==> src/common/rv_pkg.sv <==
package rv_pkg;

  // all integer registers and addresses are this wide.
  localparam int XLEN = 64;

  // major opcodes of the five supported instructions.
  localparam logic [6:0] OP_IMM = 7'b0010011; // addi lives here.
  localparam logic [6:0] AUIPC  = 7'b0010111;
  localparam logic [6:0] JAL    = 7'b1101111;
  localparam logic [6:0] STORE  = 7'b0100011; // sd lives here.
  localparam logic [6:0] SYSTEM = 7'b1110011; // ebreak lives here.

  // minor function codes that split the opcodes above.
  localparam logic [2:0]  F3_ADDI    = 3'b000;
  localparam logic [2:0]  F3_SD      = 3'b011; // doubleword store.
  localparam logic [2:0]  F3_PRIV    = 3'b000; // ecall and ebreak share this funct3.
  localparam logic [11:0] F12_EBREAK = 12'h001; // ecall would be zero here.

  // register-immediate layout, used by addi and by the system group.
  typedef struct packed {
    logic [11:0] imm;    // the funct12 field for system words.
    logic [4:0]  rs1;
    logic [2:0]  funct3;
    logic [4:0]  rd;
    logic [6:0]  opcode;
  } i_fmt_t;

  // store layout; the immediate is split around the two sources.
  typedef struct packed {
    logic [6:0] imm_11_5;
    logic [4:0] rs2;
    logic [4:0] rs1;
    logic [2:0] funct3;
    logic [4:0] imm_4_0; // sits where rd would be.
    logic [6:0] opcode;
  } s_fmt_t;

  // upper immediate layout, used by auipc.
  typedef struct packed {
    logic [19:0] imm_31_12;
    logic [4:0]  rd;
    logic [6:0]  opcode;
  } u_fmt_t;

  // jump layout, the immediate bits are scrambled by the isa.
  typedef struct packed {
    logic       imm_20;    // sign bit of the offset.
    logic [9:0] imm_10_1;
    logic       imm_11;
    logic [7:0] imm_19_12;
    logic [4:0] rd;
    logic [6:0] opcode;
  } j_fmt_t;

  // one instruction word seen through each of its layouts.
  typedef union packed {
    i_fmt_t i_fmt;
    s_fmt_t s_fmt;
    u_fmt_t u_fmt;
    j_fmt_t j_fmt;
  } inst_t;

  // everything the decoder tells the rest of the core.
  typedef struct packed {
    logic [4:0]      rd;
    logic [4:0]      rs1;
    logic [4:0]      rs2;
    logic [XLEN-1:0] imm;       // already sign extended.
    logic            need_imm;  // second adder operand is imm, not rs2.
    logic            alu_add;   // write back the adder result.
    logic            is_auipc;  // first adder operand is pc.
    logic            is_jal;
    logic            is_ebreak;
    logic            illegal;   // word is outside the supported set.
    logic            reg_wen;
    logic            mem_wen;
  } dec_ctrl_t;

  // store request presented to the data memory outside the core.
  typedef struct packed {
    logic            wen;
    logic [XLEN-1:0] addr;
    logic [XLEN-1:0] wdata;
    logic [7:0]      wmask; // one bit per byte lane.
  } store_req_t;

endpackage

==> src/decode/decoder.sv <==
`timescale 1ns/1ps

module decoder import rv_pkg::*; (
  input  inst_t     inst,
  output dec_ctrl_t ctrl
);

  // opcode matches.
  logic op_imm;
  logic op_auipc;
  logic op_jal;
  logic op_store;
  logic op_system;

  // recognized instructions.
  logic addi;
  logic auipc;
  logic jal;
  logic sd;
  logic ebreak;

  // each format's immediate, sign extended to the full width.
  logic [XLEN-1:0] i_imm;
  logic [XLEN-1:0] s_imm;
  logic [XLEN-1:0] u_imm;
  logic [XLEN-1:0] j_imm;

  // the opcode sits in the same place in every view.
  assign op_imm    = (inst.i_fmt.opcode == OP_IMM);
  assign op_auipc  = (inst.i_fmt.opcode == AUIPC);
  assign op_jal    = (inst.i_fmt.opcode == JAL);
  assign op_store  = (inst.i_fmt.opcode == STORE);
  assign op_system = (inst.i_fmt.opcode == SYSTEM);

  assign addi   = op_imm & (inst.i_fmt.funct3 == F3_ADDI);
  assign auipc  = op_auipc; // no funct field to check.
  assign jal    = op_jal;
  assign sd     = op_store & (inst.s_fmt.funct3 == F3_SD);
  // for system words the immediate field carries funct12.
  assign ebreak = op_system & (inst.i_fmt.funct3 == F3_PRIV) &
                  (inst.i_fmt.imm == F12_EBREAK);

  assign i_imm = {{(XLEN-12){inst.i_fmt.imm[11]}}, inst.i_fmt.imm};
  assign s_imm = {{(XLEN-12){inst.s_fmt.imm_11_5[6]}},
                  inst.s_fmt.imm_11_5, inst.s_fmt.imm_4_0};
  // auipc places its 20 bits on top of twelve zero bits.
  assign u_imm = {{(XLEN-32){inst.u_fmt.imm_31_12[19]}}, inst.u_fmt.imm_31_12, 12'b0};
  // jump offsets are always even, so bit 0 is implied.
  assign j_imm = {{(XLEN-21){inst.j_fmt.imm_20}}, inst.j_fmt.imm_20,
                  inst.j_fmt.imm_19_12, inst.j_fmt.imm_11,
                  inst.j_fmt.imm_10_1, 1'b0};

  always_comb begin
    ctrl = '0;

    // register indices are taken raw; unused ones are harmless.
    ctrl.rd  = inst.i_fmt.rd;
    ctrl.rs1 = inst.i_fmt.rs1;
    ctrl.rs2 = inst.s_fmt.rs2;

    // the instruction class picks which layout the immediate comes from.
    if (addi) begin
      ctrl.imm = i_imm;
    end else if (sd) begin
      ctrl.imm = s_imm;
    end else if (auipc) begin
      ctrl.imm = u_imm;
    end else if (jal) begin
      ctrl.imm = j_imm;
    end

    ctrl.need_imm  = addi | auipc | sd | jal; // nothing here reads rs2 into the adder.
    ctrl.alu_add   = addi | auipc;
    ctrl.is_auipc  = auipc;
    ctrl.is_jal    = jal;
    ctrl.is_ebreak = ebreak;
    ctrl.illegal   = ~(addi | auipc | jal | sd | ebreak);

    // sd and ebreak leave the register file alone.
    ctrl.reg_wen = addi | auipc | jal;
    ctrl.mem_wen = sd;
  end

endmodule

==> config.mk <==
export PLATFORM = sky130hd
export DESIGN_NAME = decoder
export DESIGN_NICKNAME = d
export VERILOG_FILES = /design/src/common/rv_pkg.sv /design/src/decode/decoder.sv
export SDC_FILE = /design/constraint.sdc
export NUM_CORES = 1
export LEC_CHECK = 0
export ABC_CLOCK_PERIOD_IN_PS = 2950
export BUFFER_PORTS_ARGS = -buffer_cell sky130_fd_sc_hd__buf_2
export CORE_ASPECT_RATIO = 0.8
export CORE_MARGIN = 8
export CORE_UTILIZATION = 34
export DETAILED_ROUTE_END_ITERATION = 7
export PLACE_DENSITY = 0.81
export SETUP_SLACK_MARGIN = 0.4
export SYNTH_ARGS = -nofsm -noshare
export SYNTH_HDL_FRONTEND = slang
export SYNTH_SLANG_ARGS = --single-unit
==> constraint.sdc <==
create_clock -name vclk -period 2.95
set_input_delay 0.4425 -clock vclk [all_inputs]
set_output_delay 0.4425 -clock vclk [all_outputs]
set_load 0.01 [all_outputs]
## Word-level counts from Yosys, hierarchy flattened

Index checks and enable logic that the tools add are counted.

| operators by class | value |
|---|---|
| equal/unequal tests | 7 |
| muxes and demuxes | 4 |
| bitwise gates (word level) | 11 |
| reductions and logical operators | 1 |

Operators by type and width:

| kind | count |
|---|---|
| $mux W64 | 4 |
| $eq A7 B5 Y1 const B | 2 |
| $eq A7 B7 Y1 const B | 2 |
| $eq A12 B1 Y1 const B | 1 |
| $eq A7 B6 Y1 const B | 1 |
| $or A1 B1 Y1 | 6 |
| $and A1 B1 Y1 | 4 |
| $eq A3 B2 Y1 const B | 1 |
| $logic_not A3 Y1 | 1 |
| $not A1 Y1 | 1 |

| word-level totals | value |
|---|---|
| register bits | 0 |
| input bits | 32 |

## Longest topological paths before layout

| logic depth | value |
|---|---|
| depth after elaboration | 7 |
| depth in mapped cells | 5 |
| depth with buffers taken out | 4 |

## Worst setup path after synthesis

Ideal clock, no wire load.

| path | value |
|---|---|
| kind | input port to output port |
| start point | in inst[14] in the netlist's numbering |
| end point | out ctrl[40] in the netlist's numbering |
| data arrival time | 2484 ps |
| required time | 2508 ps |
| slack | 24 ps |
| stages | 5 |
| buffers on the path | 1 |
| path through | or3_4 -> nor4_4 -> a211o_1 -> and2_1 -> buf_4 |

RTL lines:

| what | line | source |
|---|---|---|
| start: declaration | decoder.sv:4 | `input inst_t inst,` |
| end: declaration | decoder.sv:5 | `output dec_ctrl_t ctrl` |

==> run summary <==
Crit path cell chain = buf_2 > or3_4 > nor4_4 > a211o_1 > and2_4 > buf_2
Pin count of the biggest net entering global routing = 34
Setup TNS = 0 ns
Slew Viols, Final = 0
Ant. Diodes = 0
Number of stages on the worst setup path = 6
Slew HR = 0.555
Die X = 75.1 µm
Resized cells post-CTS = 0
Crit-path max cell delay = 0.40 ns
Ports = 119
Top-area cell type share of the netlist area = 0.403
Layout cells sized above 1 = 0.667
Required time of the critical path = 2.51 ns
CP dominant cell by count = buf_2
Status = complete, no violations
Synth area leaders = buf_4 40%, a21bo_2 8.4%, a21oi_1 7.9%
Initial Util = 0.352
Fmax = 422 MHz
CP Data Arrival Time = 1.93 ns
Row count = 17
Antenna Nets Post-Route = 0
Post-CTS Setup Inserts = 0
GP Congestion = 0.813
Sequential cell area fraction in the yosys report = 0
Seq cells = 0
WL final = 3490 µm
Reg area = 0 µm²
Post-Syn Nets = 172
Slew @ Worst Pin = 0.663 ns
Global-route wire length before repair = 5060 µm
Grt ovf = 0
Die ar. = 0.00475 mm²
Via Count = 1,165
# setup viols final = 0
Initial drt markers = 28
Buffers added on ports = 119
Die H = 63.3 µm
Worst VDD drop = 0.0396 mV
HPWL after detailed placement = 3100 µm
Initial antenna violation count = 0
Total of max-cap violations = 0
# clk buffers = 0
Core ar. = 0.00270 mm²
Worst Setup SP = inst[3]
Final hold viol count = 0
PnR Total Power = 0.0796 mW
Worst Setup EP = ctrl[49]
Pwr/cell area = 65.1 mW/mm²
Crit path buf inv count = 2
All-Layer GR Usage = 0.127
CP max stage cell = or3_4
Final net count = 241
Fin crit share = 0.803
CP endpoint kind = output pin
Syn-to-layout area delta = 28.7%
RSZ-0062 raised after global routing = no
Post-DR vias/cell = 4.76
Drt pass-1 iters = 4
Residual DRC = 0
Yosys warns = 0
Fin crit period = 2.37 ns
Mean Syn Cell Area = 6.78 µm²
Cell taking the most area after synthesis = buf_4
Leak = 0.860 nW
Netlist cell types = 30
Routed len/inst = 14.2 µm
Gate count after technology mapping = 140
Min-Delay Path Class = input pin to output pin
Crit path max-delay family = simple AND/OR/NAND/NOR gates
Critical path peak fanout = 33
Startpoint types = input pin
WS Path Type = input pin to output pin
Vias in the first global route = 998
Hold buffers post-CTS = 0
Post-Syn Area = 950 µm²
-- Yosys cell counts, drive strengths merged --
cell type / instances
a211o: 1
a21bo: 8
a21boi: 6
a21oi: 16
and2: 1
and3: 1
buf: 52
clkbuf: 4
inv: 3
mux2i: 4
nand2: 13
nand2b: 2
nand3: 1
nand4: 2
nand4b: 1
nand4bb: 1
nor2: 3
nor3: 6
nor4: 2
nor4b: 2
o211ai: 1
o21ai: 5
or2: 2
or3: 2
or3b: 1
-- how the worst min path moves through the flow --
stage          slack (ns)        to      from  cells past startpoint
4_1_cts              1.09  ctrl[77]  inst[15]                      2
6_report             1.09  ctrl[81]  inst[19]                      2
3_3_place_gp         1.09  ctrl[78]  inst[16]                      2
5_1_grt              1.09  ctrl[77]  inst[15]                      2
3_5_place_dp         1.09  ctrl[77]  inst[15]                      2
2_1_floorplan        0.98  ctrl[72]  inst[20]                      1
-- layout make-up --
cell class	count	area, µm²
inverters	3	11.3
well taps	38	47.5
multi-input cells	81	538
repair buffers	123	626
fillers	293	1480
-- logic make-up (layout without fill, tap and decap cells) --
kind of cell | after synthesis | in the layout | synth area share
simple gates | 40 | 40 | 0.250
compound gates | 37 | 37 | 0.271
mux | 4 | 4 | 0.0422
buf+inv | 59 | 126 | 0.436
-- cell usage in the layout (no fill, tap or decap) --
cell type and instances:
a211o_1 1, a21bo_2 8, a21boi_0 6, a21oi_1 15, a21oi_4 1, and2_4 1, and3_1 1, buf_2 119
buf_4 4, inv_1 3, mux2i_1 4, nand2_1 13, nand2b_1 2, nand3_1 1, nand4_1 2, nand4b_1 1
nand4bb_1 1, nor2_1 3, nor3_1 6, nor4_1 1, nor4_4 1, nor4b_1 2, o211ai_1 1, o21ai_0 4
o21ai_1 1, or2_2 2, or3_2 1, or3_4 1, or3b_1 1
-- where the power goes --
part | internal [mW] | switching (mW) | leakage [nW]
logic | 0.0360 | 0.0436 | 0.860
clock network | 0 | 0 | 0
registers | 0 | 0 | 0
-- metal layers --
metal | part of all wire | global-route usage | vias up
li1 | - | - | 569
met4 | 0 | 0 | 0
met1 | 0.37 | 0.151 | 528
met3 | 0.14 | 0.0316 | 0
met2 | 0.49 | 0.230 | 68
met5 | 0 | 0 | -
-- per-stage QoR --
step	util	cells	hold WS, ns	cell area (µm²)	setup slack, ns
3_5_place_dp	0.453	245	1.09	1220	0.576
6_report	0.453	245	1.09	1220	0.582
4_1_cts	0.453	245	1.09	1220	0.569
5_1_grt	0.453	245	1.09	1220	0.423
3_3_place_gp	0.453	245	1.09	1220	0.591
2_1_floorplan	-	140	0.977	952	0.475
(Power assumes the default switching activity.)
