===== src/common/rv_pkg.sv =====
package rv_pkg;

  // all integer registers and addresses are this wide.
  localparam int XLEN = 64;

  // major opcodes of the five supported instructions.
  localparam logic [6:0] OP_IMM = 7'b0010011; // addi lives here.
  localparam logic [6:0] AUIPC  = 7'b0010111;
  localparam logic [6:0] JAL    = 7'b1101111;
  localparam logic [6:0] STORE  = 7'b0100011; // sd lives here.
  localparam logic [6:0] SYSTEM = 7'b1110011; // ebreak lives here.

  // minor function codes that split the opcodes above.
  localparam logic [2:0]  F3_ADDI    = 3'b000;
  localparam logic [2:0]  F3_SD      = 3'b011; // doubleword store.
  localparam logic [2:0]  F3_PRIV    = 3'b000; // ecall and ebreak share this funct3.
  localparam logic [11:0] F12_EBREAK = 12'h001; // ecall would be zero here.

  // register-immediate layout, used by addi and by the system group.
  typedef struct packed {
    logic [11:0] imm;    // the funct12 field for system words.
    logic [4:0]  rs1;
    logic [2:0]  funct3;
    logic [4:0]  rd;
    logic [6:0]  opcode;
  } i_fmt_t;

  // store layout; the immediate is split around the two sources.
  typedef struct packed {
    logic [6:0] imm_11_5;
    logic [4:0] rs2;
    logic [4:0] rs1;
    logic [2:0] funct3;
    logic [4:0] imm_4_0; // sits where rd would be.
    logic [6:0] opcode;
  } s_fmt_t;

  // upper immediate layout, used by auipc.
  typedef struct packed {
    logic [19:0] imm_31_12;
    logic [4:0]  rd;
    logic [6:0]  opcode;
  } u_fmt_t;

  // jump layout, the immediate bits are scrambled by the isa.
  typedef struct packed {
    logic       imm_20;    // sign bit of the offset.
    logic [9:0] imm_10_1;
    logic       imm_11;
    logic [7:0] imm_19_12;
    logic [4:0] rd;
    logic [6:0] opcode;
  } j_fmt_t;

  // one instruction word seen through each of its layouts.
  typedef union packed {
    i_fmt_t i_fmt;
    s_fmt_t s_fmt;
    u_fmt_t u_fmt;
    j_fmt_t j_fmt;
  } inst_t;

  // everything the decoder tells the rest of the core.
  typedef struct packed {
    logic [4:0]      rd;
    logic [4:0]      rs1;
    logic [4:0]      rs2;
    logic [XLEN-1:0] imm;       // already sign extended.
    logic            need_imm;  // second adder operand is imm, not rs2.
    logic            alu_add;   // write back the adder result.
    logic            is_auipc;  // first adder operand is pc.
    logic            is_jal;
    logic            is_ebreak;
    logic            illegal;   // word is outside the supported set.
    logic            reg_wen;
    logic            mem_wen;
  } dec_ctrl_t;

  // store request presented to the data memory outside the core.
  typedef struct packed {
    logic            wen;
    logic [XLEN-1:0] addr;
    logic [XLEN-1:0] wdata;
    logic [7:0]      wmask; // one bit per byte lane.
  } store_req_t;

endpackage


===== src/logic/reg_file.sv =====
`timescale 1ns/1ps

module reg_file import rv_pkg::*; (
  input  logic            clk,
  input  logic            rst_n,
  input  logic [4:0]      rs1,
  input  logic [4:0]      rs2,
  input  logic [4:0]      rd,
  input  logic            wen,
  input  logic [XLEN-1:0] wdata,
  output logic [XLEN-1:0] rs1_val,
  output logic [XLEN-1:0] rs2_val
);

  // x0 has no storage, only x1 to x31 are kept.
  logic [XLEN-1:0] regs [1:31];

  always_ff @(posedge clk or negedge rst_n) begin
    if (!rst_n) begin
      for (int i = 1; i < 32; i++) begin
        regs[i] <= '0; // every register starts at zero.
      end
    end else if (wen && (rd != 5'd0)) begin
      regs[rd] <= wdata; // a write to x0 is dropped here.
    end
  end

  // reads are combinational and see the value from before the edge.
  // there is no bypass from the write port, which is fine because
  // a single-cycle core never reads what it writes in the same cycle.
  always_comb begin
    if (rs1 == 5'd0) begin
      rs1_val = '0;
    end else begin
      rs1_val = regs[rs1];
    end
  end

  always_comb begin
    if (rs2 == 5'd0) begin
      rs2_val = '0;
    end else begin
      rs2_val = regs[rs2];
    end
  end

endmodule


===== config.mk =====
export PLATFORM = sky130hd
export DESIGN_NAME = reg_file
export DESIGN_NICKNAME = d
export VERILOG_FILES = /design/src/common/rv_pkg.sv /design/src/logic/reg_file.sv
export SDC_FILE = /design/constraint.sdc
export NUM_CORES = 2
export LEC_CHECK = 0
export BUFFER_PORTS_ARGS = -buffer_cell sky130_fd_sc_hd__buf_2
export CELL_PAD_IN_SITES_DETAIL_PLACEMENT = 0
export CELL_PAD_IN_SITES_GLOBAL_PLACEMENT = 1
export CORE_ASPECT_RATIO = 1.4
export CORE_MARGIN = 1.5
export CORE_UTILIZATION = 45
export DETAILED_ROUTE_END_ITERATION = 12
export PLACE_DENSITY = 0.72
export SLEW_MARGIN = 0
export SYNTH_ARGS = -nofsm -noshare
export SYNTH_HDL_FRONTEND = slang
export SYNTH_SLANG_ARGS = --single-unit
export TNS_END_PERCENT = 100

===== constraint.sdc =====
create_clock -name clk -period 2 [get_ports clk]
set_input_delay 0.1 -clock clk [delete_from_list [all_inputs] [get_ports clk]]
set_output_delay 0.1 -clock clk [all_outputs]
set_load 0.01 [all_outputs]

==> Word-level counts from Yosys, hierarchy flattened <==
Index checks and enable logic that the tools add are counted.
{ "totals": {"out_inout_bits": 128, "ff_bits": 1984} }
{ "classes": {"reduce_logical": 5, "n_lt_le_gt_ge": 4, "bitwise": 3, "muxes": 11} }
{ "op_table": {"columns": ["cell", "count"], "rows": [
  ["bitwise mux 1984 bit", 1],
  ["binary-select mux 64 bit (select 5 bit)", 2],
  ["two-way mux 64 bit", 7],
  ["demux 64 bit (select 5 bit)", 1],
  [">= comparator 6 bit, second input constant", 3],
  ["inverter 5 -> 6 bit", 3],
  ["zero test 5 bit", 2],
  ["< comparator 6 x 1 -> 1 bit, second input constant", 1],
  ["nonzero test 5 bit", 1],
  ["logical AND 1 bit", 2]
]} }

==> Longest topological paths before layout <==
{ "logic_depth": {"depth_word": 6, "mapped_depth": 9, "mapped_depth_nobuf": 4} }

==> Worst setup path before layout <==
OpenSTA, ideal clock, no wires.
{ "synth_path": {"kind": "input port to output port", "startpoint": "input rs1[1]", "endpoint": "output rs1_val[13]", "required_time_ns": 1.900, "t_arrival_ns": 1.698, "slack_ns": 0.202, "path_stages": 8, "path_buffers": 4, "cell_sequence": "buf_2 buf_2 or2_2 buf_2 clkbuf_1 o22ai_1 nor3_1 nor4_1"} }
{ "synth_between": {"elab_chain_len": 5, "elab_cells_between_ends": 6} }
{ "synth_lines": {"columns": ["item", "line_no", "source"], "rows": [
  ["from (decl)", "reg_file.sv:6", "input logic [4:0] rs1,"],
  ["inverter 5 -> 6 bit (implied by the code)", "reg_file.sv:35", "rs1_val = regs[rs1];"],
  ["binary-select mux 64 bit (select 5 bit)", "reg_file.sv:35", null],
  ["two-way mux 64 bit (implied by the code) (2 in a row)", "reg_file.sv:35", null],
  ["two-way mux 64 bit *", "reg_file.sv:32", "if (rs1 == 5'd0) begin"],
  ["to (decl)", "reg_file.sv:11", "output logic [XLEN-1:0] rs1_val,"]
]} }
Every way passes the cells marked *; elsewhere a longest branch is shown, timed or not. The select of a mux whose other input is x is not followed.

==> Worst setup path after layout <==
{ "layout_path": {"startpoint": "register regs[1120] in the netlist's numbering", "endpoint": "output rs1_val[32]"} }
{ "layout_between": {"elab_chain_len": 4} }
{ "layout_lines": {"columns": ["item", "line_no", "source"], "rows": [
  ["from (decl)", "reg_file.sv:16", "logic [XLEN-1:0] regs [1:31];"],
  ["from (signal, indexed assignment)", "reg_file.sv:24", "regs[rd] <= wdata;"],
  ["binary-select mux 64 bit (select 5 bit)", "reg_file.sv:35", null],
  ["two-way mux 64 bit (implied by the code) (2 in a row)", "reg_file.sv:35", null],
  ["two-way mux 64 bit", "reg_file.sv:32", null]
]} }
No other way between the ends. The select of a mux whose other input is x is not followed.

==> impl_metrics.yaml <==
layout:
  regMostFlops: "regs"
  post-route-util_pct: 55.31
  fin_nets: 8667
  largest_reg_flops: 1984
  syn2layout_area_growth_pct: 22.12
  fin_cells: 11840
  drive_gt1_share_pct: 48.68
  fill_cells: 19190
  reg.largest.list: "regs x1984"
clock_tree:
  cts_tree: "built"
  clockBufferDepth: 4
  cts-htree-levels: 4
  cts_made_buffers: 215
  clk_latency_ps: 870
  root_buffer: "clkbuf_16"
  clock_sinks: 1984
  clk_pin_slew_worst_paths_ps: 60
route:
  ant_nets: 0
  drc: 0
  vias_per_cell: 6.546
  wl_per_cell_um: 32.75
  drt_wl_total_um: 387900
  drtPass1Iterations: 5
  drtIter0Drc: 7383
  route.vias.total: 77530
yosys:
  synth.largest_area_cell: "dfrtp_1"
  syn_inst: 8066
  synth_top_family_by_area: "multiplexers"
  synth_xor_area_share_pct: 0
  synth_area_um2: 105900
  netlist.area_leader.share_pct: 46.87
  synth_compound_area_share_pct: 6.766
  ys_ff_latch: 1984
  yosysSeqAreaShare_pct: 46.87
  synth-simple-area-share_pct: 2.792
  ys_warn_count: 0
  synthMuxAreaShare_pct: 39.99
  synth-edff-count: 0
  synthAdderAreaFrac_pct: 0
  synth_area_leaders: "dfrtp_1 (47%), mux2_2 (22%), mux2i_1 (12%)"
  postSynthAreaPerCell_um2: 13.13
  syn_nets: 8148
  synthFlopType: "dfrtp_1"
  synth-async-reset-ratio_pct: 100.0
  ys_types: 34
floorplan:
  rows: 210
  die_w_um: 413.0
  io_pins: 210
  die_area_um2: 238300
  coreArea_um2: 233800
  fp.dieH_um: 577.1
  initial_utilization_pct: 45.29
min_path:
  hold_path_class: "in2reg"
critical_path:
  cp_max_fo: 2
  worstSetupEndpointType: "primary output"
  required_ps: 1900
  crit_arrival_ps: 2660
  worst-setup-path-type: "reg2out"
  critPathLaunchType: "flip-flop"
power:
  ir_worst_vdd_mv: 0.8914
  power.internal_w: 0.08694
  cellPowerDensity_nw_per_um2: 950.3
  static-leakage-power_nw: 58.01
  pwr-share-clk_pct: 32.8
  p_sw_share_pct: 29.28
  pwr-share-comb_pct: 23.2
  seq_power_share_pct: 44.0
  p_switching_w: 0.03599
grt:
  grt_overflow_total: 0
  grt_util_all_layers_pct: 32.09
  grt_pass1_wl_um: 563800
  antenna_found_initial: 35
  grt_max_degree: 97
  first_global_vias: 80780
place:
  globalplace.congestion: 0.9021
  place_inst: 11410
  port_buffers: 209
  dp_hpwl_um: 258800
sta:
  layout_setup_ws_ps: -755.3
  fin_skew_ps: 0
  clock.fmax_ghz: 0.3629
  rsz0062_at_grt: "yes"
  hold-worst-slack_ps: 73.02
  fin_crit_ps: 2755
  maxSlewHeadroom_pct: 32.37
  slew_viol_final: 0
  max_slew.worst_pin.slew_ps: 1007
  finalSetupViolations: 128
  fin_crit_sh_pct: 137.8
  hold_violations: 0
status:
  failed_checks: "negative setup slack"
  status: "finished, violations left"
job:
  cap_violations: 0
-- through the flow --
step	power [W]	instance area, um^2	setup TNS (ps)	setup WS (ps)
final	0.1229	129400	-69910	-755.3
after detailed placement	0.08049	117800	-70060	-1099
after global routing	0.1277	129300	-77030	-807.2
after global placement	0.07918	117800	-65030	-1304
after floorplan	0.07029	105900	0	201.6
after CTS	0.1226	128700	-74180	-785.7
-- final timing paths --
kind | from | endpoint | slack [ps] | cells after the start
hold / removal | wen | regs[531]$_DFFE_PN0P_ | 70 | 6
min in group asynchronous | rst_n | regs[1772]$_DFFE_PN0P_ | 130 | 3
setup / recovery | regs[1120]$_DFFE_PN0P_ | rs1_val[32] | -760 | 6
hold reg to reg | regs[930]$_DFFE_PN0P_ | regs[930]$_DFFE_PN0P_ | 520 | 1
max in group asynchronous | rst_n | regs[1109]$_DFFE_PN0P_ | 1160 | 4
setup reg to reg | regs[1138]$_DFFE_PN0P_ | regs[1138]$_DFFE_PN0P_ | 980 | 3
-- cells in the final DEF, fill, tap and decap left out, types with 21 or more instances in the layout --
master and n:
mux2_2 2087, dfrtp_1 1983, mux2i_1 1267, buf_4 609
o22ai_1 505, buf_12 276, mux4_2 256, nor3_1 240
clkbuf_16 217, buf_2 159, a221o_1 128, a22oi_1 114
clkbuf_8 71, dlygate4sd3_1 67, nor2b_4 62, a21oi_2 59
nor4_4 54, clkbuf_1 53, buf_6 51, a22o_1 45
a211oi_4 43, nor3_2 40, a31oi_4 37, a211oi_2 36
clkinv_2 33, nor3_4 27, nor2b_1 25, nor4_2 21
mux2_1 21
-- synth_stat cells, types with 2 or more instances --
master and number:
mux2_2 2091, dfrtp_1 1984, mux2i_1 1280, o22ai_1 512, clkbuf_1 467, buf_2 321, nor3_1 307, mux4_2 256
a221o_1 128, a22oi_1 128, nor2b_1 91, a211oi_1 80, a21oi_1 80, nor4_1 80, a22o_1 48, a31oi_1 48
buf_1 45, buf_4 31, mux2_1 21, nand2_1 19, nand2b_1 11, nor2_2 10, or2_2 5, nand3_1 4
nor2_1 4, and2_1 3, and3_1 3, buf_6 2, nor3b_1 2
-- cells by family after synthesis --
group           after synthesis
compound gates             1024
flops                      1984
simple gates                543
buf+inv                     867
mux                        3648
-- layer usage --
| metal | track usage [%] | wire, um | up-vias |
|---|---|---|---|
| li1 | - | - | 31830 |
| met1 | 41.00 | 153600 | 41280 |
| met2 | 51.77 | 183900 | 3297 |
| met3 | 5.793 | 27210 | 1095 |
| met4 | 16.94 | 23100 | 28 |
| met5 | 0 | 181 | - |
-- repair_timing --
action | in CTS | in global routing
endpoints found under the hold margin | 3853 | 0
gates resized for setup | 628 | 101
buffers inserted | 46 | 18
endpoints found under the setup margin | 128 | 128
pin swaps | 255 | 91
hold buffers | 68 | 0
-- worst max-delay path, cell delays in order (launching register included) --
cell	delay [ps]
dfrtp_1	400
buf_6	120
mux4_2	440
a22o_1	270
a31oi_4	270
nor3_4	100
buf_6	150
-- cell type report --
class                           count  area (um^2)  share of cell area [%]
Antenna cell                       17        42.54                 0.03289
Clock buffer                      341         6606                   5.107
Clock inverter                     44        436.7                  0.3376
Multi-Input combinational cell   5215        56530                   43.70
Sequential cell                  1984        49650                   38.38
Tap cell                         3074         3846                   2.973
Timing Repair Buffer             1169        12240                   9.465
-- power by group through the flow --
stage	Clock [W]	Sequential, W	Combinational (W)
2_1_floorplan	0	0.0526	0.0177
3_3_place_gp	0	0.0538	0.0253
3_5_place_dp	0	0.0545	0.0260
4_1_cts	0.0408	0.0538	0.0280
5_1_grt	0.0425	0.0550	0.0303
6_report	0.0403	0.0541	0.0285
Power figures use the tool's default switching activity.
