$ cat src/common/rv_pkg.sv
package rv_pkg;

  // all integer registers and addresses are this wide.
  localparam int XLEN = 64;

  // major opcodes of the five supported instructions.
  localparam logic [6:0] OP_IMM = 7'b0010011; // addi lives here.
  localparam logic [6:0] AUIPC  = 7'b0010111;
  localparam logic [6:0] JAL    = 7'b1101111;
  localparam logic [6:0] STORE  = 7'b0100011; // sd lives here.
  localparam logic [6:0] SYSTEM = 7'b1110011; // ebreak lives here.

  // minor function codes that split the opcodes above.
  localparam logic [2:0]  F3_ADDI    = 3'b000;
  localparam logic [2:0]  F3_SD      = 3'b011; // doubleword store.
  localparam logic [2:0]  F3_PRIV    = 3'b000; // ecall and ebreak share this funct3.
  localparam logic [11:0] F12_EBREAK = 12'h001; // ecall would be zero here.

  // register-immediate layout, used by addi and by the system group.
  typedef struct packed {
    logic [11:0] imm;    // the funct12 field for system words.
    logic [4:0]  rs1;
    logic [2:0]  funct3;
    logic [4:0]  rd;
    logic [6:0]  opcode;
  } i_fmt_t;

  // store layout; the immediate is split around the two sources.
  typedef struct packed {
    logic [6:0] imm_11_5;
    logic [4:0] rs2;
    logic [4:0] rs1;
    logic [2:0] funct3;
    logic [4:0] imm_4_0; // sits where rd would be.
    logic [6:0] opcode;
  } s_fmt_t;

  // upper immediate layout, used by auipc.
  typedef struct packed {
    logic [19:0] imm_31_12;
    logic [4:0]  rd;
    logic [6:0]  opcode;
  } u_fmt_t;

  // jump layout, the immediate bits are scrambled by the isa.
  typedef struct packed {
    logic       imm_20;    // sign bit of the offset.
    logic [9:0] imm_10_1;
    logic       imm_11;
    logic [7:0] imm_19_12;
    logic [4:0] rd;
    logic [6:0] opcode;
  } j_fmt_t;

  // one instruction word seen through each of its layouts.
  typedef union packed {
    i_fmt_t i_fmt;
    s_fmt_t s_fmt;
    u_fmt_t u_fmt;
    j_fmt_t j_fmt;
  } inst_t;

  // everything the decoder tells the rest of the core.
  typedef struct packed {
    logic [4:0]      rd;
    logic [4:0]      rs1;
    logic [4:0]      rs2;
    logic [XLEN-1:0] imm;       // already sign extended.
    logic            need_imm;  // second adder operand is imm, not rs2.
    logic            alu_add;   // write back the adder result.
    logic            is_auipc;  // first adder operand is pc.
    logic            is_jal;
    logic            is_ebreak;
    logic            illegal;   // word is outside the supported set.
    logic            reg_wen;
    logic            mem_wen;
  } dec_ctrl_t;

  // store request presented to the data memory outside the core.
  typedef struct packed {
    logic            wen;
    logic [XLEN-1:0] addr;
    logic [XLEN-1:0] wdata;
    logic [7:0]      wmask; // one bit per byte lane.
  } store_req_t;

endpackage

$ cat src/logic/exec_unit.sv
`timescale 1ns/1ps

module exec_unit import rv_pkg::*; (
  input  dec_ctrl_t       ctrl,
  input  logic [XLEN-1:0] pc,
  input  logic [XLEN-1:0] rs1_val,
  input  logic [XLEN-1:0] rs2_val,
  output logic [XLEN-1:0] wb_data,
  output logic [XLEN-1:0] next_pc,
  output store_req_t      store
);

  logic [XLEN-1:0] op_a;   // first adder operand.
  logic [XLEN-1:0] op_b;   // second adder operand.
  logic [XLEN-1:0] sum;    // the one general adder.
  logic [XLEN-1:0] link;   // address of the next sequential word.
  logic [XLEN-1:0] target; // jal destination.

  // auipc adds to the pc, everything else adds to rs1.
  assign op_a = ctrl.is_auipc ? pc : rs1_val;
  assign op_b = ctrl.need_imm ? ctrl.imm : rs2_val;
  assign sum  = op_a + op_b; // serves addi, auipc and the sd address.

  assign link   = pc + XLEN'(4);
  assign target = pc + ctrl.imm;

  // only jal leaves the sequential path.
  assign next_pc = ctrl.is_jal ? target : link;

  always_comb begin
    if (ctrl.is_jal) begin
      wb_data = link; // jal saves its return address.
    end else if (ctrl.alu_add) begin
      wb_data = sum;
    end else begin
      wb_data = '0; // nothing is written back in this case.
    end
  end

  // a store that is not taking place is kept all zero.
  always_comb begin
    store = '0;
    if (ctrl.mem_wen) begin
      store.wen   = 1'b1;
      store.addr  = sum;     // rs1 plus the store offset.
      store.wdata = rs2_val; // sd sends the whole register.
      store.wmask = 8'hff;   // all eight byte lanes for a doubleword.
    end
  end

endmodule

$ cat config.mk
export PLATFORM = sky130hd
export DESIGN_NAME = exec_unit
export DESIGN_NICKNAME = d
export VERILOG_FILES = /design/src/common/rv_pkg.sv /design/src/logic/exec_unit.sv
export SDC_FILE = /design/constraint.sdc
export NUM_CORES = 1
export LEC_CHECK = 0
export BUFFER_PORTS_ARGS = -buffer_cell sky130_fd_sc_hd__buf_2
export CAP_MARGIN = 20
export CELL_PAD_IN_SITES_DETAIL_PLACEMENT = 0
export CELL_PAD_IN_SITES_GLOBAL_PLACEMENT = 1
export CORE_UTILIZATION = 28
export DETAILED_ROUTE_END_ITERATION = 8
export PLACE_DENSITY = 0.73
export SYNTH_ARGS = -nofsm -noshare
export SYNTH_HDL_FRONTEND = slang
export SYNTH_SLANG_ARGS = --single-unit
$ cat constraint.sdc
create_clock -name vclk -period 9.6
set_clock_uncertainty 0.1 [all_clocks]
set_input_delay 2.4 -clock vclk [all_inputs]
set_output_delay 2.4 -clock vclk [all_outputs]
set_load 0.05 [all_outputs]
; Yosys cells after proc, flatten, opt, wreduce, memory -nomap -nowiden
; Index checks and enable logic that the tools add are counted.
[classes]
n_addsub = 3
mux = 6
[op_table]
columns = cell, count
row1 = two-way mux 64 bit, 5
row2 = two-way mux 137 bit, 1
row3 = adder 64 bit, 2
row4 = "adder 64 x 3 -> 64 bit, second input constant", 1
[word_totals]
register_bits = 0
inputBits = 279
word_cells = 9

; Depth between registers and ports, before layout
; Gate-level depths: netlist of the first run.
[logic_depth]
depth_word = 4
ltp_mapped = 15

; Worst setup path after synthesis of the first run
; OpenSTA, ideal clock, no wires.
[synth_path]
path_kind = input port to output port
startpoint = in ctrl[5] (netlist bit)
endpoint = out wb_data[48]
arrival_ns = 6.783
t_required_ns = 7.100
slack_ns = 0.317
cell_stages = 14
n_path_buf = 2
path_cell_list = clkbuf_1 > clkbuf_1 > mux2_2 > ha_1 > a21o_1 > a21o_1 > a221oi_2 > o41ai_1 > a211oi_2 > o31ai_4 > a211oi_4 > o21ai_1 > xnor2_1 > o31ai_1
[synth_between]
elab_chain_cells = 4
[synth_lines]
columns = item, line
row1 = "start, declared", exec_unit.sv:4  ; input dec_ctrl_t ctrl,
row2 = two-way mux 64 bit, exec_unit.sv:20  ; assign op_a = ctrl.is_auipc ? pc : rs1_val;
row3 = adder 64 bit, exec_unit.sv:22  ; assign sum = op_a + op_b;
row4 = two-way mux 64 bit, exec_unit.sv:33  ; end else if (ctrl.alu_add) begin
row5 = two-way mux 64 bit, exec_unit.sv:31  ; if (ctrl.is_jal) begin
row6 = "end, declared", exec_unit.sv:8  ; output logic [XLEN-1:0] wb_data,
; No other way between the ends.

; Final worst setup path of the first run
[layout_path]
startpoint = in ctrl[5] (netlist bit)
endpoint = out wb_data[62]
; Same word-level chain as after synthesis.

==> results.py, run 1 <==
metrics = {
    "pwr": {
        "vdd_drop_max_mv": 0.07181,
        "power_mw": 1.764,
        "p_leak_nw": 7.515,
        "power_density_nw_per_um2": 114.3,
    },
    "routing": {
        "drt-initial-drc-count": 977,
        "firstDrtPassIters": 5,
        "drc_errors": 0,
        "antenna_left": 0,
        "routed_wl_um": 58140,
        "routed_via_density": 5.476,
        "wl_per_cell_um": 20.73,
        "num_vias": 15360,
    },
    "finish": {
        "fin_util": 0.3551,
        "drive_gt1_frac": 0.3189,
        "n_fill_cell": 4799,
        "seqCellArea_um2": 0,
        "seq_cells": 0,
        "final_area_um2": 15430,
        "fin_nets": 2627,
        "final.clkbuf_count": 0,
        "area_growth_syn_to_layout_pct": 24.06,
    },
    "floorplan": {
        "dieArea_um2": 45280,
        "rows": 76,
        "die-height_um": 212.8,
        "core_um2": 43460,
        "start_util": 0.2863,
        "ios": 544,
        "die_x_um": 212.8,
    },
    "timing": {
        "max_freq_mhz": 109.0,
        "slew_violations": 0,
        "timing.slew.headroom": 0.3351,
        "worst_pin_slew_ps": 997.3,
        "min_period_ps": 9173,
        "rsz0062_at_grt": "false",
        "fin_crit_sh": 0.9556,
        "hold_viol": 0,
        "fin_setup_tns_ps": 0,
        "setup_viol_count_final": 0,
    },
    "worst_hold_path": {
        "holdPathEnd": "store[56]",
        "hold_class": "primary input to output pin",
        "worstHoldPathCells": 3,
        "hold_start": "rs2_val[48]",
    },
    "global_route": {
        "grt_use_met1": 0.3269,
        "met3_usage": 0.01412,
        "grt_usage": 0.2415,
        "met2_usage": 0.4177,
        "overflow": 0,
        "grt_antenna_before_repair": 4,
        "grt_pass1_wl_um": 85460,
        "grt_max_degree": 102,
        "first_global_vias": 14502,
        "grt-busiest-layer": "met2",
    },
    "worst_setup_path": {
        "end_kind": "output pin",
        "required_ps": 7100,
        "path_class": "primary input to output pin",
        "arrival_ps": 6670,
        "cp-start-kind": "primary input",
        "cp_max_fo": 30,
    },
    "synth": {
        "synthCells": 1802,
        "ys_top_cells_by_area": "ha_1 13%, mux2_2 11%, a21oi_1 7.7%",
        "synth_nets": 2210,
        "synth_warnings": 0,
        "synth_area_um2": 12440,
        "synth_cell_types": 86,
        "synth_top_area_frac": 0.1277,
        "synth_top_area_cell": "ha_1",
        "syn_area_per_cell_um2": 6.904,
        "seq_area_frac_synth": 0,
    },
    "flow_run": {
        "cap_violations": 0,
    },
    "clocking": {
        "cts_resized": 0,
        "post-cts-setup-buffers": 0,
        "cts_hold_buf": 0,
    },
    "placed_design": {
        "place_area_um2": 15430,
        "place.gp.congestion": 0.9487,
        "hpwl_um": 49910,
        "port_buffers": 526,
    },
    "run_status": {
        "outcome": "completed",
    },
}
synthesized netlist by cell type (15+ instances only):
| master | n |
|---|---|
| and3_1 | 34 |
| a21oi_1 | 192 |
| clkbuf_1 | 93 |
| ha_1 | 127 |
| xnor2_1 | 104 |
| a21o_1 | 82 |
| and2_1 | 128 |
| xor2_1 | 71 |
| o21bai_1 | 24 |
| nand3_1 | 47 |
| mux2_2 | 127 |
| nor2_1 | 152 |
| o21ai_0 | 71 |
| nand4_1 | 49 |
| inv_1 | 46 |
| nor3_1 | 25 |
| nand2_1 | 134 |
| a22o_1 | 57 |
| a31oi_1 | 15 |
worst max path at each step:
stage	from	endpoint	slack (ps)
after floorplan	ctrl[5]	wb_data[48]	320
after global routing	ctrl[5]	store[134]	270
after global placement	ctrl[5]	wb_data[62]	530
after detailed placement	ctrl[5]	store[134]	500
final	ctrl[5]	wb_data[62]	430
after CTS	ctrl[5]	wb_data[62]	480
worst max-delay path: stages:
cell	delay (ps)
buf_4	160
buf_12	210
mux2_2	370
ha_1	420
nand2_1	180
nor4_2	360
nand3_1	210
a31oi_1	430
a211oi_2	210
o41a_1	530
nor2_1	200
a311o_1	220
xor2_1	270
a22o_1	180
buf_2	260
layer usage:
| layer | part of all wire | wire length, µm |
|---|---|---|
| met3 | 0.047 | 2742 |
| met4 | 0.020 | 1184 |
| met5 | 0.00014 | 8 |
| met2 | 0.47 | 27500 |
| met1 | 0.46 | 26710 |
per-stage QoR:
step	std cells	setup slack, ps	hold slack (ps)
6_report	2805	426.6	5122
5_1_grt	2805	274.0	5129
4_1_cts	2802	477.8	5124
3_5_place_dp	2802	500.5	5121
3_3_place_gp	2802	533.3	5123
2_1_floorplan	1802	316.7	4867
kinds of logic after synthesis:
logic type | share of synthesized area
AO/OA/AOI/OAI | 0.3094
AND/OR/NAND/NOR | 0.2578
adder cells (fa/ha/maj) | 0.1309
multiplexers | 0.1214
buffers and inverters | 0.05733
XOR/XNOR | 0.1232
cell usage in the layout (no fill, tap or decap), types with 15 or more instances in the layout:
| cell type | Yosys | layout |
|---|---|---|
| buf_2 | 10 | 522 |
| a21oi_1 | 192 | 192 |
| nor2_1 | 152 | 151 |
| nand2_1 | 134 | 134 |
| and2_1 | 128 | 128 |
| mux2_2 | 127 | 127 |
| ha_1 | 127 | 127 |
| xnor2_1 | 104 | 104 |
| a21o_1 | 82 | 82 |
| xor2_1 | 71 | 71 |
| o21ai_0 | 71 | 71 |
| a22o_1 | 57 | 57 |
| nand4_1 | 49 | 49 |
| nand3_1 | 47 | 47 |
| inv_1 | 46 | 46 |
| and3_1 | 34 | 34 |
| nor3_1 | 25 | 25 |
| o21bai_1 | 24 | 24 |
| a31oi_1 | 15 | 15 |
report_power, final:
| part | switching (mW) | total (mW) | leakage (nW) | internal (mW) |
|---|---|---|---|---|
| Sequential | 0 | 0 | 0 | 0 |
| Clock | 0 | 0.0000000421 | 0.0000190 | 0.0000000421 |
| Combinational | 1.23 | 1.76 | 7.52 | 0.536 |
final cells by class:
class                      count  area (µm²)  area share
tap                          585       732.0     0.04743
inverter                      46       172.7     0.01119
timing repair buffer         538        2786      0.1805
multi-input combinational   1633       11740      0.7604
antenna                        3       7.507   0.0004864
Power figures use the tool's default switching activity.
==> run 2: changes to the inputs <==
--- a/config.mk
+++ b/config.mk
@@ -5,6 +5,7 @@
 export SDC_FILE = /design/constraint.sdc
 export NUM_CORES = 1
 export LEC_CHECK = 0
+export ABC_CLOCK_PERIOD_IN_PS = 9600
 export BUFFER_PORTS_ARGS = -buffer_cell sky130_fd_sc_hd__buf_2
 export CAP_MARGIN = 20
 export CELL_PAD_IN_SITES_DETAIL_PLACEMENT = 0
@@ -12,6 +13,7 @@
 export CORE_UTILIZATION = 28
 export DETAILED_ROUTE_END_ITERATION = 8
 export PLACE_DENSITY = 0.73
+export RECOVER_POWER = 100
 export SYNTH_ARGS = -nofsm -noshare
 export SYNTH_HDL_FRONTEND = slang
 export SYNTH_SLANG_ARGS = --single-unit
==> run 2 against run 1 <==
The run now ends with max-capacitance violations, max-slew violations left. Fmax shrank 2.1%. Non-clock buffer count did not move. Cell area decreased by 2.1%. Sequential share of layout area is the same. First-iteration DRC count up 2.3%. Total power shrank 1.9%. Die area unchanged. Combinational power hardly changed. Global-route usage stayed put. Flip-flop and latch count unchanged. Critical endpoint is now wb_data[58]. Highest routed layer unchanged.
==> results.py, run 2 (synthesized netlist as in run 1, its figures left out) <==
metrics = {
    "run_status": {
        "outcome": "finished, violations left",
        "violations": "max-capacitance violations, max-slew violations",
    },
    "floorplan": {
        "start_util": 0.2863,
        "ios": 544,
        "die-height_um": 212.8,
        "die_x_um": 212.8,
        "rows": 76,
        "core_um2": 43460,
        "dieArea_um2": 45280,
    },
    "worst_setup_path": {
        "arrival_ps": 6870,
        "path_class": "primary input to output pin",
        "cp_max_fo": 30,
        "max_stage_delay_ps": 530,
        "path_cells": "buf_4 > buf_12 > mux2_2 > ha_1 > nand2_1 > nor4_2 > nand3_1 > a31oi_1 > a211oi_2 > o41a_1 > o21bai_2 > a21oi_1 > xnor2_1 > a22o_1 > clkbuf_1",
        "crit_buf_inv": 3,
        "required_ps": 7100,
        "cp-start-kind": "primary input",
        "cp_slowest_cell": "o41a_1",
        "cp_top_family": "compound AO/OA/AOI/OAI gates",
        "end_kind": "output pin",
    },
    "finish": {
        "layout_common_cells": "294 x buf_2, 221 x clkbuf_1, 193 x a21oi_1",
        "multi_input_area_um2": 11700,
        "area_growth_syn_to_layout_pct": 21.46,
        "drive_gt1_frac": 0.2170,
        "fin_util": 0.3477,
        "seq_cells": 0,
        "final_common_cell": "buf_2",
        "n_fill_cell": 4935,
        "fin_nets": 2627,
        "final.clkbuf_count": 0,
        "seqCellArea_um2": 0,
    },
    "timing": {
        "hold_viol": 0,
        "max_freq_mhz": 106.7,
        "fin_crit_sh": 0.9762,
        "setup_viol_count_final": 0,
        "slew_violations": 273,
        "fin_setup_tns_ps": 0,
        "rsz0062_at_grt": "false",
        "timing.slew.headroom": -0.8816,
        "min_period_ps": 9371,
        "worst_pin_slew_ps": 2822,
    },
    "routing": {
        "firstDrtPassIters": 6,
        "drc_errors": 0,
        "routed_via_density": 5.479,
        "antenna_left": 0,
        "wl_per_cell_um": 20.79,
        "routed_wl_um": 58330,
        "drt-initial-drc-count": 999,
        "num_vias": 15368,
    },
    "placed_design": {
        "port_buffers": 526,
        "place.gp.congestion": 0.9487,
        "hpwl_um": 49910,
    },
    "global_route": {
        "grt_pass1_wl_um": 85460,
        "grt_antenna_before_repair": 4,
        "grt_max_degree": 102,
        "overflow": 0,
        "grt_usage": 0.2415,
        "first_global_vias": 14502,
    },
    "clocking": {
        "cts_resized": 0,
        "cts_hold_buf": 0,
        "post-cts-setup-buffers": 0,
    },
    "worst_hold_path": {
        "hold_class": "primary input to output pin",
    },
    "pwr": {
        "p_leak_nw": 6.777,
        "vdd_drop_max_mv": 0.06915,
        "power_density_nw_per_um2": 114.5,
    },
    "flow_run": {
        "cap_violations": 3,
    },
}
[run 2: cell count changes in the layout (fill, tap and decap cells not counted), moves of 2 or more]
cell / previous run / this run
buf_4: 11 / 8
and2_0: 0 / 15
a221oi_2: 3 / 1
and2_1: 128 / 113
buf_2: 522 / 294
clkbuf_1: 0 / 221
clkbuf_2: 0 / 11
a221oi_1: 5 / 7
[run 2: metal layers]
metal | routed length [µm] | global-route usage | vias to the layer above
li1 | - | - | 7436
met1 | 26560 | 0.3269 | 7237
met2 | 27660 | 0.4177 | 629
met3 | 2878 | 0.01412 | 64
met4 | 1212 | 0.05309 | 2
met5 | 8 | 0 | -
[run 2: worst paths after layout]
check,from,endpoint,slack [ps],depth (start not counted)
worst max-delay path,ctrl[5],wb_data[58],230,15
worst min-delay path,rs2_val[42],store[50],5120,3
[run 2: tightest hold or removal path: cells and delay by family]
| kind | cells | cell delay (ps) |
|---|---|---|
| simple gates | 1 | 120 |
| buf+inv | 2 | 300 |
[run 2: area by class of cell]
cell class         instances  area share
repair buffers           538      0.1652
well taps                585     0.04844
inverters                 46     0.01143
diodes                     3   0.0004968
multi-input cells       1633      0.7745
[run 2: metrics by stage]
step	setup slack, ps	total power, mW	std cells	hold WS, ps	cell area [µm²]
finish	228.8	1.730	2805	5122	15110
detailed placement	500.5	1.751	2802	5121	15430
floorplan	316.7	1.284	1802	4867	12440
global placement	533.3	1.751	2802	5123	15430
CTS	477.8	1.759	2802	5124	15430
global route	146.0	1.846	2805	5148	15110
[run 2: power by group]
| group | internal, mW | leakage, nW | switching (mW) |
|---|---|---|---|
| Sequential | 0 | 0 | 0 |
| Combinational | 0.501 | 6.78 | 1.23 |
| Clock | 0.0000000421 | 0.0000190 | 0 |
==> run 3: changes to the inputs <==
--- a/config.mk
+++ b/config.mk
@@ -6,13 +6,11 @@
 export NUM_CORES = 1
 export LEC_CHECK = 0
 export ABC_CLOCK_PERIOD_IN_PS = 9600
-export BUFFER_PORTS_ARGS = -buffer_cell sky130_fd_sc_hd__buf_2
 export CAP_MARGIN = 20
-export CELL_PAD_IN_SITES_DETAIL_PLACEMENT = 0
-export CELL_PAD_IN_SITES_GLOBAL_PLACEMENT = 1
 export CORE_UTILIZATION = 28
 export DETAILED_ROUTE_END_ITERATION = 8
-export PLACE_DENSITY = 0.73
+export DONT_BUFFER_PORTS = 1
+export PLACE_DENSITY = 0.43
 export RECOVER_POWER = 100
 export SYNTH_ARGS = -nofsm -noshare
 export SYNTH_HDL_FRONTEND = slang
==> run 3 against run 2 <==
The run still ends with max-capacitance violations, max-slew violations left. Utilization shrank 5.2 points. Largest cell class unchanged. Via count shrank 13%. Flip-flop and latch count is the same. Clock-buffer cell count is the same. Critical path type unchanged. Total power shrank 12%. Largest power group unchanged.
==> results.py, run 3 (synthesized netlist as in run 1, its figures left out) <==
metrics = {
    "pwr": {
        "power_density_nw_per_um2": 118.8,
        "p_sw_frac": 0.7319,
        "power_switching_mw": 1.118,
        "vdd_drop_max_mv": 0.07499,
        "power_mw": 1.528,
        "p_leak_nw": 5.219,
        "p_comb_frac": 1.000,
        "p_int_mw": 0.4098,
        "p_clk_frac": 0,
        "seqPwrFrac": 0,
    },
    "worst_setup_path": {
        "required_ps": 7100,
        "cp_max_fo": 4,
        "cp_slowest_cell": "o21ai_0",
        "cp-start-kind": "primary input",
        "arrival_ps": 6690,
        "crit_buf_inv": 2,
        "path_class": "primary input to output pin",
        "endpoint": "next_pc[54]",
        "max_stage_delay_ps": 650,
        "startpoint": "ctrl[8]",
        "cp_common_cell": "a21oi_1",
        "path_cells": "ha_1 > inv_1 > fa_1 > nand2b_1 > a21oi_1 > o2111ai_1 > nand3_1 > a21oi_1 > o21ai_0 > nor2_1 > o41ai_1 > xnor2_1 > a21oi_1 > buf_4",
        "end_kind": "output pin",
        "cp_top_family": "compound AO/OA/AOI/OAI gates",
        "cp.depth": 14,
    },
    "placed_design": {
        "hpwl_um": 46880,
        "place.gp.congestion": 0.9127,
        "port_buffers": 0,
        "place_ws_ps": 693.4,
    },
    "floorplan": {
        "rows": 76,
        "ios": 544,
        "die_x_um": 212.8,
        "core_um2": 43460,
        "dieArea_um2": 45280,
        "die-height_um": 212.8,
        "start_util": 0.2863,
    },
    "clocking": {
        "cts_hold_buf": 0,
        "cts_resized": 0,
        "post-cts-setup-buffers": 0,
    },
    "finish": {
        "drive_gt1_frac": 0.1024,
        "seqCellArea_um2": 0,
        "fin_nets": 2138,
        "final_common_cell": "a21oi_1",
        "n_fill_cell": 4973,
        "area_growth_syn_to_layout_pct": 3.369,
        "final.clkbuf_count": 0,
        "layout_common_cells": "194 x a21oi_1, 151 x nor2_1, 134 x nand2_1",
        "seq_cells": 0,
    },
    "timing": {
        "rsz0062_at_grt": "false",
        "slew_violations": 1,
        "setup_viol_count_final": 0,
        "setup_slack_ps": 410.8,
        "fin_crit_sh": 0.9572,
        "fin_setup_tns_ps": 0,
        "worst_pin_slew_ps": 1493,
        "max_freq_mhz": 108.8,
        "min_period_ps": 9189,
        "timing.slew.headroom": -0.005665,
        "hold_viol": 0,
    },
    "worst_hold_path": {
        "hold_class": "primary input to output pin",
    },
    "routing": {
        "num_vias": 13445,
        "routed_via_density": 5.808,
        "drc_errors": 0,
        "antenna_left": 0,
        "drt-initial-drc-count": 857,
        "wl_per_cell_um": 24.04,
        "firstDrtPassIters": 5,
        "routed_wl_um": 55660,
    },
    "global_route": {
        "grt_usage": 0.2275,
        "grt_max_degree": 195,
        "overflow": 0,
        "grt_antenna_before_repair": 2,
        "grt_pass1_wl_um": 79510,
        "first_global_vias": 12879,
    },
    "run_status": {
        "violations": "max-capacitance violations, max-slew violations",
        "outcome": "finished, violations left",
    },
    "flow_run": {
        "cap_violations": 1,
    },
}
## run 3: metal layers
| metal | wire length, µm | up-vias | GRT usage |
|---|---|---|---|
| met3 | 3321 | 50 | 0.02809 |
| met5 | 27 | - | 0 |
| met1 | 24920 | 6416 | 0.3026 |
| li1 | - | 6444 | - |
| met4 | 935 | 4 | 0.03895 |
| met2 | 26450 | 531 | 0.3941 |
## run 3: worst min path at each step
stage | startpoint | endpoint | cells past startpoint
6_report | ctrl[0] | store[7] | 0
2_1_floorplan | ctrl[0] | store[0] | 1
3_3_place_gp | ctrl[0] | store[0] | 0
3_5_place_dp | ctrl[0] | store[0] | 0
5_1_grt | ctrl[0] | store[7] | 0
4_1_cts | ctrl[0] | store[0] | 0
## run 3: through the flow
step / cells / hold slack, ps / util / cell area (µm²)
final: 2315 / 4747 / 0.2959 / 12860
after global routing: 2315 / 4727 / 0.2959 / 12860
after CTS: 2313 / 4727 / 0.2999 / 13030
after detailed placement: 2313 / 4727 / 0.2999 / 13030
after global placement: 2313 / 4725 / 0.2999 / 13030
after floorplan: 1802 / 4867 / - / 12440
## run 3: cell type report
cell class / count / area, µm² / area share
multi-input cells: 1633 / 11710 / 0.9108
well taps: 585 / 732.0 / 0.05692
repair buffers: 49 / 237.7 / 0.01849
inverters: 46 / 172.7 / 0.01343
diodes: 2 / 5.005 / 0.0003892
## run 3: power by group through the flow
stage	combinational, mW	sequential [mW]	clock [mW]
final	1.53	0	0.0000000281
after global placement	1.55	0	0
after detailed placement	1.55	0	0
after floorplan	1.28	0	0
after CTS	1.55	0	0
after global routing	1.62	0	0.0000000280
